### src/include/cache_config.svh
`ifndef CACHE_CONFIG_SVH
`define CACHE_CONFIG_SVH

// cache geometry
`define CACHE_WAYS      2       // victim choice in the FSM assumes two ways
`define CACHE_INDEX_W   6       // 64 sets
`define CACHE_OFFSET_W  2       // byte offset inside the word

// bus widths
`define CACHE_ADDR_W    32
`define CACHE_DATA_W    32
`define CACHE_STRB_W    (`CACHE_DATA_W / 8)

// what is left of the address after index and offset, 24 bits
`define CACHE_TAG_W     (`CACHE_ADDR_W - `CACHE_INDEX_W - `CACHE_OFFSET_W)

`endif

### src/logic/cache_pkg.sv
`default_nettype none
`include "cache_config.svh"

package cache_pkg;

    // request from the pipeline, 69 bits
    typedef struct packed {
        logic [`CACHE_ADDR_W-1:0] addr;
        logic [`CACHE_DATA_W-1:0] wdata;
        logic [`CACHE_STRB_W-1:0] wstrb;
        logic                     isWrite;
    } cpuReq_t;

    // answer back to the pipeline
    typedef struct packed {
        logic [`CACHE_DATA_W-1:0] rdata;
        logic                     isWrite;   // set when this closes a store
    } cpuResp_t;

    // word request on the memory port, reads are always full word
    typedef struct packed {
        logic [`CACHE_ADDR_W-1:0] addr;
        logic [`CACHE_DATA_W-1:0] wdata;
        logic [`CACHE_STRB_W-1:0] wstrb;
        logic                     wr;        // 1 write, 0 read
    } memReq_t;

    // one cycle of array access, driven from the request buffer
    typedef struct packed {
        logic [`CACHE_INDEX_W-1:0] index;
        logic [`CACHE_TAG_W-1:0]   tag;
        logic [`CACHE_STRB_W-1:0]  wstrb;
    } lineSel_t;

endpackage

`default_nettype wire

### src/logic/lruTable.sv
`timescale 1ns/1ps
`default_nettype none
`include "cache_config.svh"

// one bit per set, pointing at the way to evict next
module lruTable (
    input  wire                         clk,
    input  wire                         rstn,
    input  wire cache_pkg::lineSel_t    lookup,
    input  wire                         useValid,
    input  wire                         useWay,
    output logic                        victimWay
);

    localparam int numSets = 1 << `CACHE_INDEX_W;

    logic [numSets-1:0] lruBits;

    always_ff @(posedge clk or negedge rstn) begin
        if (!rstn) begin
            lruBits <= '0;                          // way 0 goes first
        end else if (useValid) begin
            lruBits[lookup.index] <= ~useWay;       // the other way is now oldest
        end
    end

    assign victimWay = lruBits[lookup.index];

endmodule

`default_nettype wire

### config.mk
export PLATFORM = sky130hd
export DESIGN_NAME = lruTable
export DESIGN_NICKNAME = d
export VERILOG_FILES = /design/src/logic/cache_pkg.sv /design/src/logic/lruTable.sv
export VERILOG_INCLUDE_DIRS = /design/src /design/src/include
export SDC_FILE = /design/constraint.sdc
export NUM_CORES = 1
export LEC_CHECK = 0
export BUFFER_PORTS_ARGS = -buffer_cell sky130_fd_sc_hd__buf_2
export CAP_MARGIN = 20
export CORE_MARGIN = 2
export CORE_UTILIZATION = 36
export CTS_CLUSTER_SIZE = 12
export DETAILED_ROUTE_END_ITERATION = 7
export GPL_ROUTABILITY_DRIVEN = 0
export SYNTH_ARGS = -nofsm -noshare
export SYNTH_HDL_FRONTEND = slang
export SYNTH_SLANG_ARGS = --single-unit
export TNS_END_PERCENT = 1
### constraint.sdc
create_clock -name clk -period 1.8 [get_ports clk]
set_clock_uncertainty 0.05 [all_clocks]
set_input_delay 0.18 -clock clk [delete_from_list [all_inputs] [get_ports clk]]
set_output_delay 0.18 -clock clk [all_outputs]
set_load 0.05 [all_outputs]
==> run_results.csv <==
group,metric,value,unit
min_path,worstHoldPathType,"in -> reg",
setup_path,slowest_stage,"mux4_2",
yosys,synth_top_family_by_area,"compound AO/OA/AOI/OAI gates",
min_path,whs_path_depth,3,
yosys,synth_xor_area_share,0,%
timing,period_needed,2.27,ns
final_layout,antennaDiodeCount,0,
yosys,synth_edf_count,0,
yosys,synthSimpleGateAreaFrac,15.3,%
yosys,synth_async_sr_flop_share,100,%
setup_path,timing.rr.start,"lruBits[14]",
clock_tree,cts_root_buf,"clkbuf_8",
clock_tree,htree_levels,3,
timing,finalMaxSlewViolations,0,
yosys,ys_warn_count,0,
final_layout,fillers,820,
global_routing,grt_max_degree,65,
setup_path,timing.rr.end,"lruBits[14]",
routing,vias_per_cell,5.42,
setup_path,rr_worst_depth,3,
power,p_leak,1.68,nW
run_status,status,"complete, but fails checks",
timing,fin_tns_setup,-0.467,ns
global_routing,gr-total-overflow,0,
timing,worst_pin_slew,0.444,ns
timing,hold_viol,0,
final_layout,reg_top3,"lruBits (64)",
setup_path,cp_max_fo,2,
yosys,yosys_register_bits,64,
power,powerDensity,1010,nW/um2
final_layout,area_delta_synth_final,20.3,%
clock_tree,clk_latency,0.35,ns
final_layout,stdcell_area,3880,um2
power,fin_total_pwr,3.93,mW
timing,fmax,0.441,GHz
routing,drc,0,
yosys,netlist_area,3230,um2
setup_path,reg2reg_slack,0.95,ns
setup_path,critPathLaunchType,"register",
clock_tree,cts_tree,"done",
global_routing,antenna_found_initial,0,
floorplan,die_area,9740,um2
placement,dp_hpwl,5.58,mm
final_layout,final_cell_mix,"nor2_1 (71), a21oi_1 (66), dfrtp_1 (64), buf_4 (40), a31oi_1 (34)",
yosys,synth_top_cell_by_area,"dfrtp_1",
timing,finalHoldWorstSlack,0.263,ns
setup_path,path_cells,"mux4_2, a22oi_2, o22ai_2, a211oi_2, nand3_4, buf_8",
yosys,syn_area_per_cell,9.61,um2
routing,antenna_left,0,
routing,vias,2629,
floorplan,num_rows,34,
final_layout,final_common_cell,"nor2_1",
min_path,min_to,"lruBits[49]",
clock_tree,cts.sinks,64,
run,cap_violations,0,
routing,wirelength,8.12,mm
floorplan,fp.dieW,98.7,um
run_status,violations,"negative setup slack",
power,vdd_drop_max,0.000551,V
placement,numPortBuffers,10,
final_layout,top_register,"lruBits",
global_routing,grt_pass1_vias,2531,
yosys,synth_top_area_share,49.6,%
placement,dpl_cell_area,3660,um2
yosys,synth_compound_area_share,20.8,%
yosys,ys_seq_area_share,49.6,%
timing,rsz0062_at_grt,"true",
timing,setup_viol,1,
routing,drt-initial-drc-count,135,
yosys,ys_types,38,
timing,slew_headroom,70.4,%
final_layout,drive_gt1_share,23.3,%
setup_path,end_kind,"output port",
timing,period_share,126,%
timing,setup_ws,-0.467,ns
routing,wl_per_cell,16.7,um
yosys,synthAdderAreaFrac,0,%
floorplan,core,8720,um2
clock_tree,clockBufferDepth,2,
global_routing,grt_usage,18.3,%
min_path,worstHoldStart,"useWay",
final_layout,final_nets,410,
yosys,synthMuxAreaShare,9.69,%
yosys,synth_area_leaders,"dfrtp_1 (50%), a21oi_1 (10%), nor2_1 (8.3%)",
setup_path,cp_data_arrival_time,2.04,ns
yosys,synthCells,336,
placement,dp.cells,468,
clock_tree,clk_pin_slew,0.07,ns
clock_tree,cts-buffers-inserted,9,
yosys,synth-main-ff-cell,"dfrtp_1",
setup_path,max_stage_delay,0.48,ns
final_layout,largest_reg_flops,64,
global_routing,grt_pass1_wl,13.7,mm
setup_path,crit_required,1.57,ns
yosys,synth_nets,374,
routing,firstDrtPassIters,4,
floorplan,initial_utilization,37.0,%
final_layout,final_cells,485,
setup_path,crit_type,"reg -> out",
floorplan,dieHeight,98.7,um
floorplan,ios,39,
==> cell type report <==
type                       instances  area (um2)  share of cell area [%]
clock buffer                       9         124                    3.19
tap                              108         135                    3.48
sequential                        64        1600                    41.2
clock inverter                     7        80.1                    2.06
inverter                           1        3.75                  0.0966
multi-input combinational        241        1490                    38.4
timing repair buffer              55         450                    11.6
==> timing repair <==
item | in CTS | in global routing
gates cloned | 0 | 0
setup buffers | 0 | 0
hold endpoints to repair | 64 | 0
hold buffers | 1 | 0
resized for setup | 7 | 1
pin swaps | 1 | 0
setup endpoints to repair | 1 | 1
==> per-layer routing <==
| metal | wire [um] | vias up | part of all wire [%] | track usage, % |
|---|---|---|---|---|
| met1 | 3840 | 1274 | 47 | 26.2 |
| li1 | - | 1293 | - | - |
| met5 | 0 | - | 0 | 0 |
| met4 | 134 | 0 | 1.7 | 6.32 |
| met2 | 3750 | 50 | 46 | 27.8 |
| met3 | 389 | 12 | 4.8 | 3.90 |
==> kinds of logic after synthesis <==
logic type / Yosys count
buffers and inverters: 31
and+or+nand+nor: 108
DFF: 64
AOI/OAI and AO/OA: 116
muxes: 17
==> cells in the mapped netlist (all sizes together) (2+ instances only) <==
| cell | count |
|---|---|
| nand3 | 4 |
| nand2 | 9 |
| dfrtp | 64 |
| a21oi | 66 |
| a31oi | 34 |
| buf | 14 |
| nand3b | 5 |
| and3 | 5 |
| mux4 | 10 |
| clkbuf | 16 |
| nor3b | 2 |
| a211oi | 2 |
| mux2i | 5 |
| mux2 | 2 |
| and2 | 2 |
| nor2 | 71 |
| o21ai | 2 |
| a22oi | 3 |
| a221oi | 2 |
| and3b | 3 |
| o22ai | 3 |
| nor2b | 3 |
==> worst max path at each step <==
stage                start         to  cells after the start
3_3_place_gp    lookup[28]  victimWay                      7
5_1_grt        lruBits[56]  victimWay                      6
3_5_place_dp    lookup[28]  victimWay                      7
4_1_cts        lruBits[56]  victimWay                      6
2_1_floorplan  lruBits[57]  victimWay                      5
6_report       lruBits[61]  victimWay                      6
==> per-stage QoR <==
step / worst slack [ns] / utilization (%)
3_3_place_gp: -0.253 / 42.0
5_1_grt: -0.581 / 44.5
6_report: -0.467 / 44.5
4_1_cts: -0.482 / 44.5
2_1_floorplan: 0.000515 / -
3_5_place_dp: -0.272 / 42.0
==> critical path, delay by kind of cell, from the launching register on <==
kind                   cells  cell delay [ns]
AO/OA/AOI/OAI              3             0.53
AND/OR/NAND/NOR            1             0.11
multiplexers               1             0.48
buffers and inverters      1             0.16
flip-flops                 1             0.38
==> report_power, final <==
group          internal [mW]  total [mW]  switching [mW]
registers               1.72        1.89           0.168
clock network          0.650        1.27           0.621
logic                  0.392       0.775           0.383
Power figures use the tool's default switching activity.
