## src/include/cache_config.svh

```systemverilog
`ifndef CACHE_CONFIG_SVH
`define CACHE_CONFIG_SVH

// cache geometry
`define CACHE_WAYS      2       // victim choice in the FSM assumes two ways
`define CACHE_INDEX_W   6       // 64 sets
`define CACHE_OFFSET_W  2       // byte offset inside the word

// bus widths
`define CACHE_ADDR_W    32
`define CACHE_DATA_W    32
`define CACHE_STRB_W    (`CACHE_DATA_W / 8)

// what is left of the address after index and offset, 24 bits
`define CACHE_TAG_W     (`CACHE_ADDR_W - `CACHE_INDEX_W - `CACHE_OFFSET_W)

`endif

```

## src/logic/cache_pkg.sv

```systemverilog
`default_nettype none
`include "cache_config.svh"

package cache_pkg;

    // request from the pipeline, 69 bits
    typedef struct packed {
        logic [`CACHE_ADDR_W-1:0] addr;
        logic [`CACHE_DATA_W-1:0] wdata;
        logic [`CACHE_STRB_W-1:0] wstrb;
        logic                     isWrite;
    } cpuReq_t;

    // answer back to the pipeline
    typedef struct packed {
        logic [`CACHE_DATA_W-1:0] rdata;
        logic                     isWrite;   // set when this closes a store
    } cpuResp_t;

    // word request on the memory port, reads are always full word
    typedef struct packed {
        logic [`CACHE_ADDR_W-1:0] addr;
        logic [`CACHE_DATA_W-1:0] wdata;
        logic [`CACHE_STRB_W-1:0] wstrb;
        logic                     wr;        // 1 write, 0 read
    } memReq_t;

    // one cycle of array access, driven from the request buffer
    typedef struct packed {
        logic [`CACHE_INDEX_W-1:0] index;
        logic [`CACHE_TAG_W-1:0]   tag;
        logic [`CACHE_STRB_W-1:0]  wstrb;
    } lineSel_t;

endpackage

`default_nettype wire

```

## src/logic/tagArray.sv

```systemverilog
`timescale 1ns/1ps
`default_nettype none
`include "cache_config.svh"

module tagArray (
    input  wire                         clk,
    input  wire                         rstn,
    input  wire cache_pkg::lineSel_t    lookup,
    input  wire [`CACHE_WAYS-1:0]       wayWe,
    output logic [`CACHE_WAYS-1:0]      wayHit
);

    localparam int numSets = 1 << `CACHE_INDEX_W;

    logic [`CACHE_TAG_W-1:0]             tagMem [`CACHE_WAYS][numSets];
    logic [`CACHE_WAYS-1:0][numSets-1:0] validBits;

    //////////////////////////////////////////////////
    // storage
    //////////////////////////////////////////////////

    // all lines start empty
    always_ff @(posedge clk or negedge rstn) begin
        if (!rstn) begin
            validBits <= '0;
        end else begin
            for (int w = 0; w < `CACHE_WAYS; w++) begin
                if (wayWe[w]) begin
                    validBits[w][lookup.index] <= 1'b1;
                end
            end
        end
    end

    // on a write hit the stored tag already matches, so this is a no-op
    always_ff @(posedge clk) begin
        for (int w = 0; w < `CACHE_WAYS; w++) begin
            if (wayWe[w]) begin
                tagMem[w][lookup.index] <= lookup.tag;
            end
        end
    end

    //////////////////////////////////////////////////
    // compare
    //////////////////////////////////////////////////

    always_comb begin
        for (int w = 0; w < `CACHE_WAYS; w++) begin
            wayHit[w] = validBits[w][lookup.index]
                        && (tagMem[w][lookup.index] == lookup.tag);
        end
    end

    // refill only goes to a missing line, so a tag lives in one way only
    property singleHit;
        @(posedge clk) disable iff (!rstn)
            $onehot0(wayHit);
    endproperty
    singleHitA: assert property (singleHit);

endmodule

`default_nettype wire

```

## config.mk

```make
export PLATFORM = sky130hd
export DESIGN_NAME = tagArray
export DESIGN_NICKNAME = d
export VERILOG_FILES = /design/src/logic/cache_pkg.sv /design/src/logic/tagArray.sv
export VERILOG_INCLUDE_DIRS = /design/src /design/src/include
export SDC_FILE = /design/constraint.sdc
export NUM_CORES = 2
export LEC_CHECK = 0
export BUFFER_PORTS_ARGS = -buffer_cell sky130_fd_sc_hd__buf_2
export CAP_MARGIN = 30
export CORE_ASPECT_RATIO = 1.25
export CORE_MARGIN = 2
export CORE_UTILIZATION = 35
export CTS_BUF_LIST = sky130_fd_sc_hd__clkbuf_8
export CTS_CLUSTER_DIAMETER = 60
export DETAILED_ROUTE_END_ITERATION = 10
export SKIP_CTS_REPAIR_TIMING = 1
export SYNTH_ARGS = -nofsm -noshare
export SYNTH_HDL_FRONTEND = slang
export SYNTH_SLANG_ARGS = --single-unit
```

## constraint.sdc

```tcl
create_clock -name clk -period 10.6 [get_ports clk]
set_input_delay 1.06 -clock clk [delete_from_list [all_inputs] [get_ports clk]]
set_output_delay 1.06 -clock clk [all_outputs]
set_load 0.005 [all_outputs]
```

==> results.sh <==
export IMPL_area_share_of_the_largest_cell_type_after_synthesis=0.759
export IMPL_drt_vias_per_instance=5.86
export IMPL_initial_utilization=0.352
export IMPL_cts_tree="done"
export IMPL_synth_ff_latch_count=3200
export IMPL_crit_path_end="wayHit[0]"
export IMPL_synth_cell_types=71
export IMPL_hold_class="primary input to async pin"
export IMPL_grt_first_pass_wirelength_um=528000
export IMPL_worstSetupPathType="primary input to output pin"
export IMPL_p_leak_nw=43.2
export IMPL_regToRegEndpoint="validBits[16]"
export IMPL_worst_path_max_delay_cell="and3b_4"
export IMPL_via_count=65480
export IMPL_yosys_warnings=0
export IMPL_initialDrtViolationCount=9118
export IMPL_post_synth_top_count_cell="edfxtp_1"
export IMPL_timing_rr_start="validBits[16]"
export IMPL_synth_cells_most_frequent="3072 x edfxtp_1, 581 x mux4_2, 481 x a22oi_1"
export IMPL_coreArea_um2=345000
export IMPL_outcome="finished, final reports clean"
export IMPL_netlist_top_cell_by_area="edfxtp_1"
export IMPL_r2r_cells=1
export IMPL_max_stage_delay_ns=0.79
export IMPL_wl_per_cell_um=34.7
export IMPL_powerDensity_nw_per_um2=180
export IMPL_report_final_slew_viol_count=0
export IMPL_ant_nets=0
export IMPL_ys_top_cells_by_area="edfxtp_1 76%, mux4_2 11%, a22oi_1 3.0%"
export IMPL_synth_async_reset_ratio=0.0400
export IMPL_path_clk_slew_ns=0.07
export IMPL_peakVddDrop_mv=0.117
export IMPL_fillCellCount=30306
export IMPL_detailed_place_area_um2=129000
export IMPL_num_nets_final=6198
export IMPL_seq_area_frac_synth=0.785
export IMPL_post_route_util=0.400
export IMPL_synth_flop_cell="edfxtp_1"
export IMPL_final_estimated_routing_congestion_in_global_placement=0.858
export IMPL_worstSetupStartpointType="primary input"
export IMPL_final_setup_skew_ns=0
export IMPL_final_period_utilization=0.716
export IMPL_synthesis_nets=5772
export IMPL_timing_final_crit_period_ns=7.59
export IMPL_grt_antenna_before_repair=19
export IMPL_fmaxAchievable_mhz=132
export IMPL_overflow=0
export IMPL_syn_cell_area_um2=122000
export IMPL_synth_edff_count=3072
export IMPL_cts_sinks=3200
export IMPL_max_cap_viol_count=0
export IMPL_cts_max_path_buffers=4
export IMPL_buffer_ports_inserted=35
export IMPL_layout_drive_gt1_share=0.279
export IMPL_global_route_usage_over_all_layers=0.215
export IMPL_design_area_um2=138000
export IMPL_synthToLayoutAreaGrowth_pct=13.6
export IMPL_place_detailed_hpwl_um=222000
export IMPL_final_hold_violation_count=0
export IMPL_clock_tree_htree_level_count=5
export IMPL_total_power_w=0.0248
export IMPL_number_of_endpoints_failing_setup_at_the_final_stage=0
export IMPL_cts_made_buffers=461
export IMPL_drtPass1Iterations=6
export IMPL_placement_setup_worst_slack_ns=2.92
export IMPL_timing_final_ws_setup_ns=3.01
export IMPL_drt_total_wl_um=388000
export IMPL_ioPinCount=40
export IMPL_placementRows=241
export IMPL_r2r_slack_ns=9.79
export IMPL_max_slew_worst_pin_slew_ns=1.16
export IMPL_die_w_um=531
export IMPL_die_h_um=663
export IMPL_synthesized_area_divided_by_synthesized_cell_count_um2=21.2
export IMPL_crit_end_element="output pin"
export IMPL_cp_cell_instances="buf_8 -> buf_12 -> and3b_4 -> buf_4 -> a22oi_1 -> a41o_1 -> nand4_1 -> o2bb2ai_1 -> nor4_1 -> nand4_1 -> nor4_2 -> buf_2"
export IMPL_cell_repeated_most_along_the_worst_path="nand4_1"
export IMPL_netlist_instances=5734
export IMPL_grt_start_max_net_pins=125
export IMPL_floorplan_die_area_um2=352000
export IMPL_clk_insertion_delay_late_ns=1.04
export IMPL_worst_ep_required_time_ns=9.54
export IMPL_cp_max_fo=87
export IMPL_worst_slew_margin_rel=0.221
export IMPL_first_global_vias=65022
export IMPL_setup_tns_ns=0
export IMPL_crit_start="lookup[28]"
export IMPL_cts_root_buffer="clkbuf_8"
export IMPL_grt_setup_unrepaired="false"
export IMPL_drc_errors=0
export IMPL_cp_arrival_ns=6.53
## metal layers
metal | vias up | wire length (um) | track usage
li1 | 25396 | - | -
met1 | 35071 | 139000 | 0.269
met2 | 4138 | 194000 | 0.365
met3 | 873 | 34900 | 0.0366
met4 | 2 | 19800 | 0.0976
met5 | - | 7 | 0
## worst min path at each step
| stage | start | endpoint | cells past startpoint |
|---|---|---|---|
| 4_1_cts | rstn | validBits[27] | 1 |
| 3_3_place_gp | validBits[62] | validBits[62] | 1 |
| 2_1_floorplan | validBits[36] | validBits[36] | 2 |
| 3_5_place_dp | validBits[13] | validBits[13] | 1 |
| 6_report | rstn | validBits[81] | 1 |
| 5_1_grt | rstn | validBits[81] | 1 |
## report_power, final
part           internal (W)  total (W)  switching, W
registers            0.0140     0.0141     0.0000653
logic              0.000461    0.00135      0.000886
clock network       0.00465    0.00937       0.00472
## worst max-delay path: cells and delay by family
kind,cells,cell delay [ns]
buf+inv,4,1.95
compound gates,3,0.68
simple gates,5,2.50
## flip-flops by register name (all words and copies together), names as in the netlist
name and count:
tagMem 3072, validBits 128
## stage by stage
| stage | hold WS, ns | std cells |
|---|---|---|
| floorplan | 0.427 | 5734 |
| global placement | 0.443 | 10305 |
| detailed placement | 0.445 | 10309 |
| CTS | 0.0806 | 11154 |
| global route | 0.119 | 11164 |
| finish | 0.0888 | 11168 |
## kinds of logic after synthesis
kind of cell	count (synthesis)	share of synthesized area
multiplexers	670	0.115
XOR/XNOR	25	0.00180
buffers and inverters	362	0.0136
AO/OA/AOI/OAI	797	0.0495
flip-flops	3200	0.785
AND/OR/NAND/NOR	680	0.0344
## cells in the final DEF, fill, tap and decap left out, drive strengths merged, types with 25 or more instances in the layout
cell / Yosys / routed
edfxtp: 3072 / 3072
mux4: 581 / 581
a22oi: 481 / 481
clkbuf: 174 / 480
buf: 181 / 317
clkinv: 0 / 178
inv: 7 / 166
nor2: 150 / 150
dfrtp: 128 / 128
or2: 126 / 126
nand4: 87 / 87
a221oi: 60 / 60
nand2: 57 / 57
mux2i: 54 / 54
a31oi: 43 / 43
nor4bb: 43 / 43
mux2: 35 / 35
a2111oi: 33 / 33
and4: 32 / 32
a21oi: 30 / 30
a22o: 27 / 27
o21ai: 25 / 25
nor4b: 25 / 25
## area by class of cell
type | instances | area, um^2 | share of cell area
timing repair buffer | 318 | 2650 | 0.0192
tap | 4617 | 5780 | 0.0418
clock inverter | 366 | 2040 | 0.0148
multi-input combinational | 2172 | 25600 | 0.185
sequential | 3200 | 95500 | 0.691
inverter | 7 | 26.3 | 0.000190
antenna | 9 | 22.5 | 0.000163
clock buffer | 479 | 6590 | 0.0477
No activity file was read; power rests on OpenSTA's default activity.
