$ cat config.mk
export PLATFORM = sky130hd
export DESIGN_NAME = cacheCtrlFsm
export DESIGN_NICKNAME = d
export VERILOG_FILES = /design/src/logic/cache_pkg.sv /design/src/logic/cacheCtrlFsm.sv
export VERILOG_INCLUDE_DIRS = /design/src /design/src/include
export SDC_FILE = /design/constraint.sdc
export NUM_CORES = 1
export LEC_CHECK = 0
export BUFFER_PORTS_ARGS = -buffer_cell sky130_fd_sc_hd__buf_2
export CAP_MARGIN = 40
export CORE_ASPECT_RATIO = 0.9
export CORE_MARGIN = 3
export CORE_UTILIZATION = 30
export CTS_CLUSTER_SIZE = 12
export DETAILED_ROUTE_END_ITERATION = 6
export SLEW_MARGIN = 20
export SYNTH_ARGS = -nofsm -noshare
export SYNTH_HDL_FRONTEND = slang
export SYNTH_SLANG_ARGS = --single-unit
$ cat constraint.sdc
create_clock -name clk -period 2.65 [get_ports clk]
set_clock_uncertainty 0.15 [all_clocks]
set_input_delay 0.795 -clock clk [delete_from_list [all_inputs] [get_ports clk]]
set_output_delay 0.795 -clock clk [all_outputs]
set_load 0.03 [all_outputs]
$ cat src/include/cache_config.svh
`ifndef CACHE_CONFIG_SVH
`define CACHE_CONFIG_SVH

// cache geometry
`define CACHE_WAYS      2       // victim choice in the FSM assumes two ways
`define CACHE_INDEX_W   6       // 64 sets
`define CACHE_OFFSET_W  2       // byte offset inside the word

// bus widths
`define CACHE_ADDR_W    32
`define CACHE_DATA_W    32
`define CACHE_STRB_W    (`CACHE_DATA_W / 8)

// what is left of the address after index and offset, 24 bits
`define CACHE_TAG_W     (`CACHE_ADDR_W - `CACHE_INDEX_W - `CACHE_OFFSET_W)

`endif

$ cat src/logic/cache_pkg.sv
`default_nettype none
`include "cache_config.svh"

package cache_pkg;

    // request from the pipeline, 69 bits
    typedef struct packed {
        logic [`CACHE_ADDR_W-1:0] addr;
        logic [`CACHE_DATA_W-1:0] wdata;
        logic [`CACHE_STRB_W-1:0] wstrb;
        logic                     isWrite;
    } cpuReq_t;

    // answer back to the pipeline
    typedef struct packed {
        logic [`CACHE_DATA_W-1:0] rdata;
        logic                     isWrite;   // set when this closes a store
    } cpuResp_t;

    // word request on the memory port, reads are always full word
    typedef struct packed {
        logic [`CACHE_ADDR_W-1:0] addr;
        logic [`CACHE_DATA_W-1:0] wdata;
        logic [`CACHE_STRB_W-1:0] wstrb;
        logic                     wr;        // 1 write, 0 read
    } memReq_t;

    // one cycle of array access, driven from the request buffer
    typedef struct packed {
        logic [`CACHE_INDEX_W-1:0] index;
        logic [`CACHE_TAG_W-1:0]   tag;
        logic [`CACHE_STRB_W-1:0]  wstrb;
    } lineSel_t;

endpackage

`default_nettype wire

$ cat src/logic/cacheCtrlFsm.sv
`timescale 1ns/1ps
`default_nettype none
`include "cache_config.svh"

// write-through cache without write allocate
module cacheCtrlFsm (
    input  wire                         clk,
    input  wire                         rstn,

    // pipeline side
    input  wire                         reqValid,
    output logic                        reqReady,
    input  wire cache_pkg::cpuReq_t     req,
    output logic                        respValid,
    output cache_pkg::cpuResp_t         resp,

    // memory side
    output logic                        memReqValid,
    output cache_pkg::memReq_t          memReq,
    input  wire                         memAddrOk,   // request taken
    input  wire                         memDataOk,   // read word valid
    input  wire [`CACHE_DATA_W-1:0]     memRdata,

    // arrays
    output cache_pkg::lineSel_t         lookup,
    input  wire [`CACHE_WAYS-1:0]       wayHit,
    input  wire [`CACHE_DATA_W-1:0]     readWord,
    output logic [`CACHE_WAYS-1:0]      wayWe,
    output logic                        refill,
    output logic [`CACHE_DATA_W-1:0]    refillData,
    output logic                        useValid,
    output logic                        useWay,
    input  wire                         victimWay
);

    typedef enum logic [2:0] {
        Idle,
        Lookup,
        ReadReq,       // read miss holds memReqValid until addrOK
        ReadWait,      // waiting on dataOK
        WriteMem       // every store goes to memory
    } fsmState_t;

    fsmState_t state;
    fsmState_t nextState;

    cache_pkg::cpuReq_t reqBuf;   // the one request in flight

    logic isHit;
    logic hitWay;

    //////////////////////////////////////////////////
    // request buffer
    //////////////////////////////////////////////////

    // loaded on every accepted request
    always_ff @(posedge clk or negedge rstn) begin
        if (!rstn) begin
            reqBuf <= '0;
        end else if (reqValid && reqReady) begin
            reqBuf <= req;
        end
    end

    // arrays look at the buffered address and not the live request
    assign lookup.index = reqBuf.addr[`CACHE_OFFSET_W +: `CACHE_INDEX_W];
    assign lookup.tag   = reqBuf.addr[`CACHE_ADDR_W-1 -: `CACHE_TAG_W];
    assign lookup.wstrb = reqBuf.wstrb;

    assign isHit  = |wayHit;
    assign hitWay = wayHit[1];    // way 0 unless way 1 hits

    //////////////////////////////////////////////////
    // memory request
    //////////////////////////////////////////////////

    // all fields come from the buffer and hold through back-pressure
    assign memReqValid   = (state == ReadReq) || (state == WriteMem);
    assign memReq.addr   = reqBuf.addr;
    assign memReq.wdata  = reqBuf.wdata;
    assign memReq.wstrb  = reqBuf.isWrite ? reqBuf.wstrb : '0;
    assign memReq.wr     = reqBuf.isWrite;

    assign refillData = memRdata;   // refill word is the one forwarded

    //////////////////////////////////////////////////
    // state register
    //////////////////////////////////////////////////

    always_ff @(posedge clk or negedge rstn) begin
        if (!rstn) begin
            state <= Idle;
        end else begin
            state <= nextState;
        end
    end

    //////////////////////////////////////////////////
    // next state and strobes
    //////////////////////////////////////////////////

    always_comb begin
        nextState    = state;
        reqReady     = 1'b0;
        respValid    = 1'b0;
        resp.rdata   = readWord;
        resp.isWrite = reqBuf.isWrite;
        wayWe        = '0;
        refill       = 1'b0;
        useValid     = 1'b0;
        useWay       = hitWay;

        unique case (state)
            Idle: begin
                reqReady = 1'b1;
            end

            Lookup: begin
                if (reqBuf.isWrite) begin
                    // merge into the hitting way only
                    wayWe     = wayHit;
                    useValid  = isHit;
                    nextState = WriteMem;
                end else if (isHit) begin
                    respValid = 1'b1;   // read hit answers right away
                    useValid  = 1'b1;
                    reqReady  = 1'b1;   // so hits can stream
                end else begin
                    nextState = ReadReq;
                end
            end

            ReadReq: begin
                if (memAddrOk) begin
                    nextState = ReadWait;
                end
            end

            ReadWait: begin
                if (memDataOk) begin
                    // forward, refill and take the next request in one cycle
                    respValid        = 1'b1;
                    resp.rdata       = memRdata;
                    refill           = 1'b1;
                    wayWe[victimWay] = 1'b1;
                    useValid         = 1'b1;
                    useWay           = victimWay;
                    reqReady         = 1'b1;
                end
            end

            WriteMem: begin
                if (memAddrOk) begin
                    respValid = 1'b1;   // store done once memory takes it
                    reqReady  = 1'b1;
                end
            end

            default: begin
                nextState = Idle;
            end
        endcase

        // a free FSM either takes the next request or goes idle
        if (reqReady) begin
            nextState = reqValid ? Lookup : Idle;
        end
    end

    //////////////////////////////////////////////////
    // checks
    //////////////////////////////////////////////////

    // memory may stall the request but must not see it change
    property memReqHeld;
        @(posedge clk) disable iff (!rstn)
            memReqValid && !memAddrOk |=> memReqValid && $stable(memReq);
    endproperty
    memReqHeldA: assert property (memReqHeld);

    // after a response nothing more comes back until a new request is taken
    property oneRespPerReq;
        @(posedge clk) disable iff (!rstn)
            respValid && !(reqValid && reqReady) |=> !respValid;
    endproperty
    oneRespPerReqA: assert property (oneRespPerReq);

endmodule

`default_nettype wire

==> results.ini <==
[grt]
busiest_layer = met2
grt_overflow = 0
use_met2 = 0.312
antenna_found_initial = 0
met1_usage = 0.181
grt_pass1_wl_um = 19000
grt.total_usage = 0.165
grt_max_degree = 73
grt_pass1_vias = 3459
gr-usage-met3 = 0.0407

[clock_tree]
cts_tree = yes
clockRootBuffer = clkbuf_16
cts_sinks = 72
cts_buffers = 9
h-tree-depth = 3
clkTransAtPathRegs_ps = 60
hold_buffers = 0
ctsLongestPathBuffers = 2
insertion_delay_ps = 330

[routing]
drtPass1Iterations = 4
ant_nets = 0
vias = 3503
initialDrtViolationCount = 145
wl_per_cell_um = 16.9
drc = 0
drt-total-wl_um = 13400
vias_per_cell = 4.41

[die]
chipHeight_um = 116
dieArea_mm2 = 0.0149
design.core.area_mm2 = 0.0129
io_pins = 317
core.rowCount = 39
die_w_um = 128
initial_core_util = 0.313

[run]
maxCapViolations = 0

[synth]
yosys_register_bits = 72
synthSimpleGateAreaFrac = 0.125
synth_adder_area_share = 0
synthesis.nets = 495
synth_top_family_by_area = multiplexers
yosysWarnings = 0
synth_seq_area_share = 0.445
synth-xor-area-share = 0
synthCells = 354
yosysUniqueCellTypes = 26
synthMuxAreaShare = 0.259
synth_compound_area_frac = 0.0238
postSynthAreaPerCell_um2 = 11.4
syn_area_mm2 = 0.00405

[placed_design]
place_hpwl_um = 10700
place.gp.congestion = 0.875
portBuffers = 316
place_area_mm2 = 0.00545

[worst_setup_path]
crit_fanout = 12
crit_path_start_kind = input port
critical_path_required_ps = 1710
worst_setup_path_end_kind = output port
crit_arrival_ps = 1660
critPathKind = in -> out

[pwr]
p_leak_nw = 3.46
p_clk_frac = 0.138
power.switching_mw = 4.17
cellPowerDensity_mw_per_mm2 = 1470
power_mw = 8.81
seqPwrFrac = 0.238
p_comb_frac = 0.624
intPower_mw = 4.65
swShare = 0.473
vdd_drop_max_mv = 0.606

[sta]
rsz0062_at_grt = true
hold_violations = 0
max_clock_freq_mhz = 384
slew-limit-headroom = 0.743
tns_ps = 0
tightest_slew_ps = 386
drv_slew = 0
timing.final.crit_share = 0.982
final.min_clock_period_ps = 2600
final-setup-viol-count = 0

[finish]
nets = 766
syn2layout_area_growth_pct = 48.0
fin_area_mm2 = 0.00599
final_core_util = 0.463
diodes = 0
drive_gt1_frac = 0.698

[status]
outcome = complete, no violations

[hold_path]
hold_class = in -> async

==> worst paths after layout <==
check                                  startpoint                endpoint  slack (ps)  cells past startpoint
max                                     memDataOk                resp[24]          50                      7
max reg2reg                  state[0]$_DFFE_PN0P_  lookup[14]$_DFFE_PN0P_         390                      8
max in group asynchronous                    rstn    state[0]$_DFFE_PN0P_        1690                      2
min in group clk           memReq[24]$_DFFE_PN0P_  memReq[24]$_DFFE_PN0P_         350                      1
min                                          rstn  memReq[32]$_DFFE_PN0P_         330                      2
min reg2reg                memReq[24]$_DFFE_PN0P_  memReq[24]$_DFFE_PN0P_         350                      1
==> cell families after synthesis <==
kind of cell | Yosys count
and+or+nand+nor | 120
buffers and inverters | 81
DFF | 72
muxes | 70
AOI/OAI and AO/OA | 11
==> final cells by class <==
type,instances,area [µm²]
clock buffer,10,239
clock inverter,6,67.6
fill,1225,6940
inverter,3,13.8
multi-input combinational,201,1690
sequential,72,1800
tap,164,205
timing repair buffer,338,1980
==> power by group through the flow <==
stage                     Combinational (mW)  Clock, mW  Sequential, mW
final                                   5.50       1.22            2.10
after global routing                    5.79       1.29            2.19
after CTS                               5.41       1.25            2.11
after detailed placement                5.33          0            2.12
after global placement                  5.32          0            2.08
after floorplan                         3.12          0            3.14
==> critical path, cell delays in order <==
cell	delay [ps]
buf_4	100
nand4b_4	140
buf_6	180
buf_12	140
nand2_1	80
nand2_2	80
buf_6	140
==> sequential cells by signal, summed over array words and instances (netlist names) <==
signal / flops
lookup: 34
memReq: 35
state: 3
==> placed cells by master, fill, tap and decap left out, types with 3 or more instances in the layout <==
cell	Yosys	final
buf_6	7	19
clkbuf_16	0	11
and2_1	4	4
buf_4	64	19
buf_12	0	5
nor2_1	5	4
mux2_4	69	69
nand3b_1	3	3
nand2_1	100	93
a21oi_1	5	5
nand2b_1	3	3
nand2_2	0	7
buf_2	0	292
dfrtp_1	72	70
==> cells in the mapped netlist, drive strengths merged <==
cell type  count  share of area
buf           72           0.14
o21ai          2         0.0053
nand2        100          0.093
dfrtp         72           0.45
o41ai          1         0.0068
clkinv         1        0.00093
or2            1         0.0015
nor2           5         0.0046
a211oi         1         0.0019
nand2b         4         0.0080
and2           4         0.0062
nor3           1         0.0012
inv            2         0.0019
nand3b         3         0.0056
o21bai         1         0.0019
nand4b         1         0.0037
mux2          70           0.26
clkbuf         6         0.0056
nand3          1         0.0012
o21a           1         0.0019
a21oi          5         0.0062
==> stage by stage <==
stage | hold WS (ps) | instances | setup WS, ps
2_1_floorplan | 349 | 354 | -36.8
3_3_place_gp | 337 | 774 | -47.5
3_5_place_dp | 343 | 774 | -45.3
4_1_cts | 339 | 791 | 3.45
5_1_grt | 360 | 794 | -14.4
6_report | 332 | 794 | 46.8
==> per-layer routing <==
metal,up-vias,part of all wire,wire length [µm]
li1,1633,-,-
met1,1651,0.35,4670
met2,201,0.55,7350
met3,18,0.085,1130
met4,0,0.018,240
met5,-,0,0
==> repair_timing <==
item,CTS,global route
hold endpoints to repair,0,0
setup buffers,2,0
resized for setup,13,61
cloned,0,3
setup endpoints to repair,15,28
pin swaps,1,1
Power figures use the tool's default switching activity.
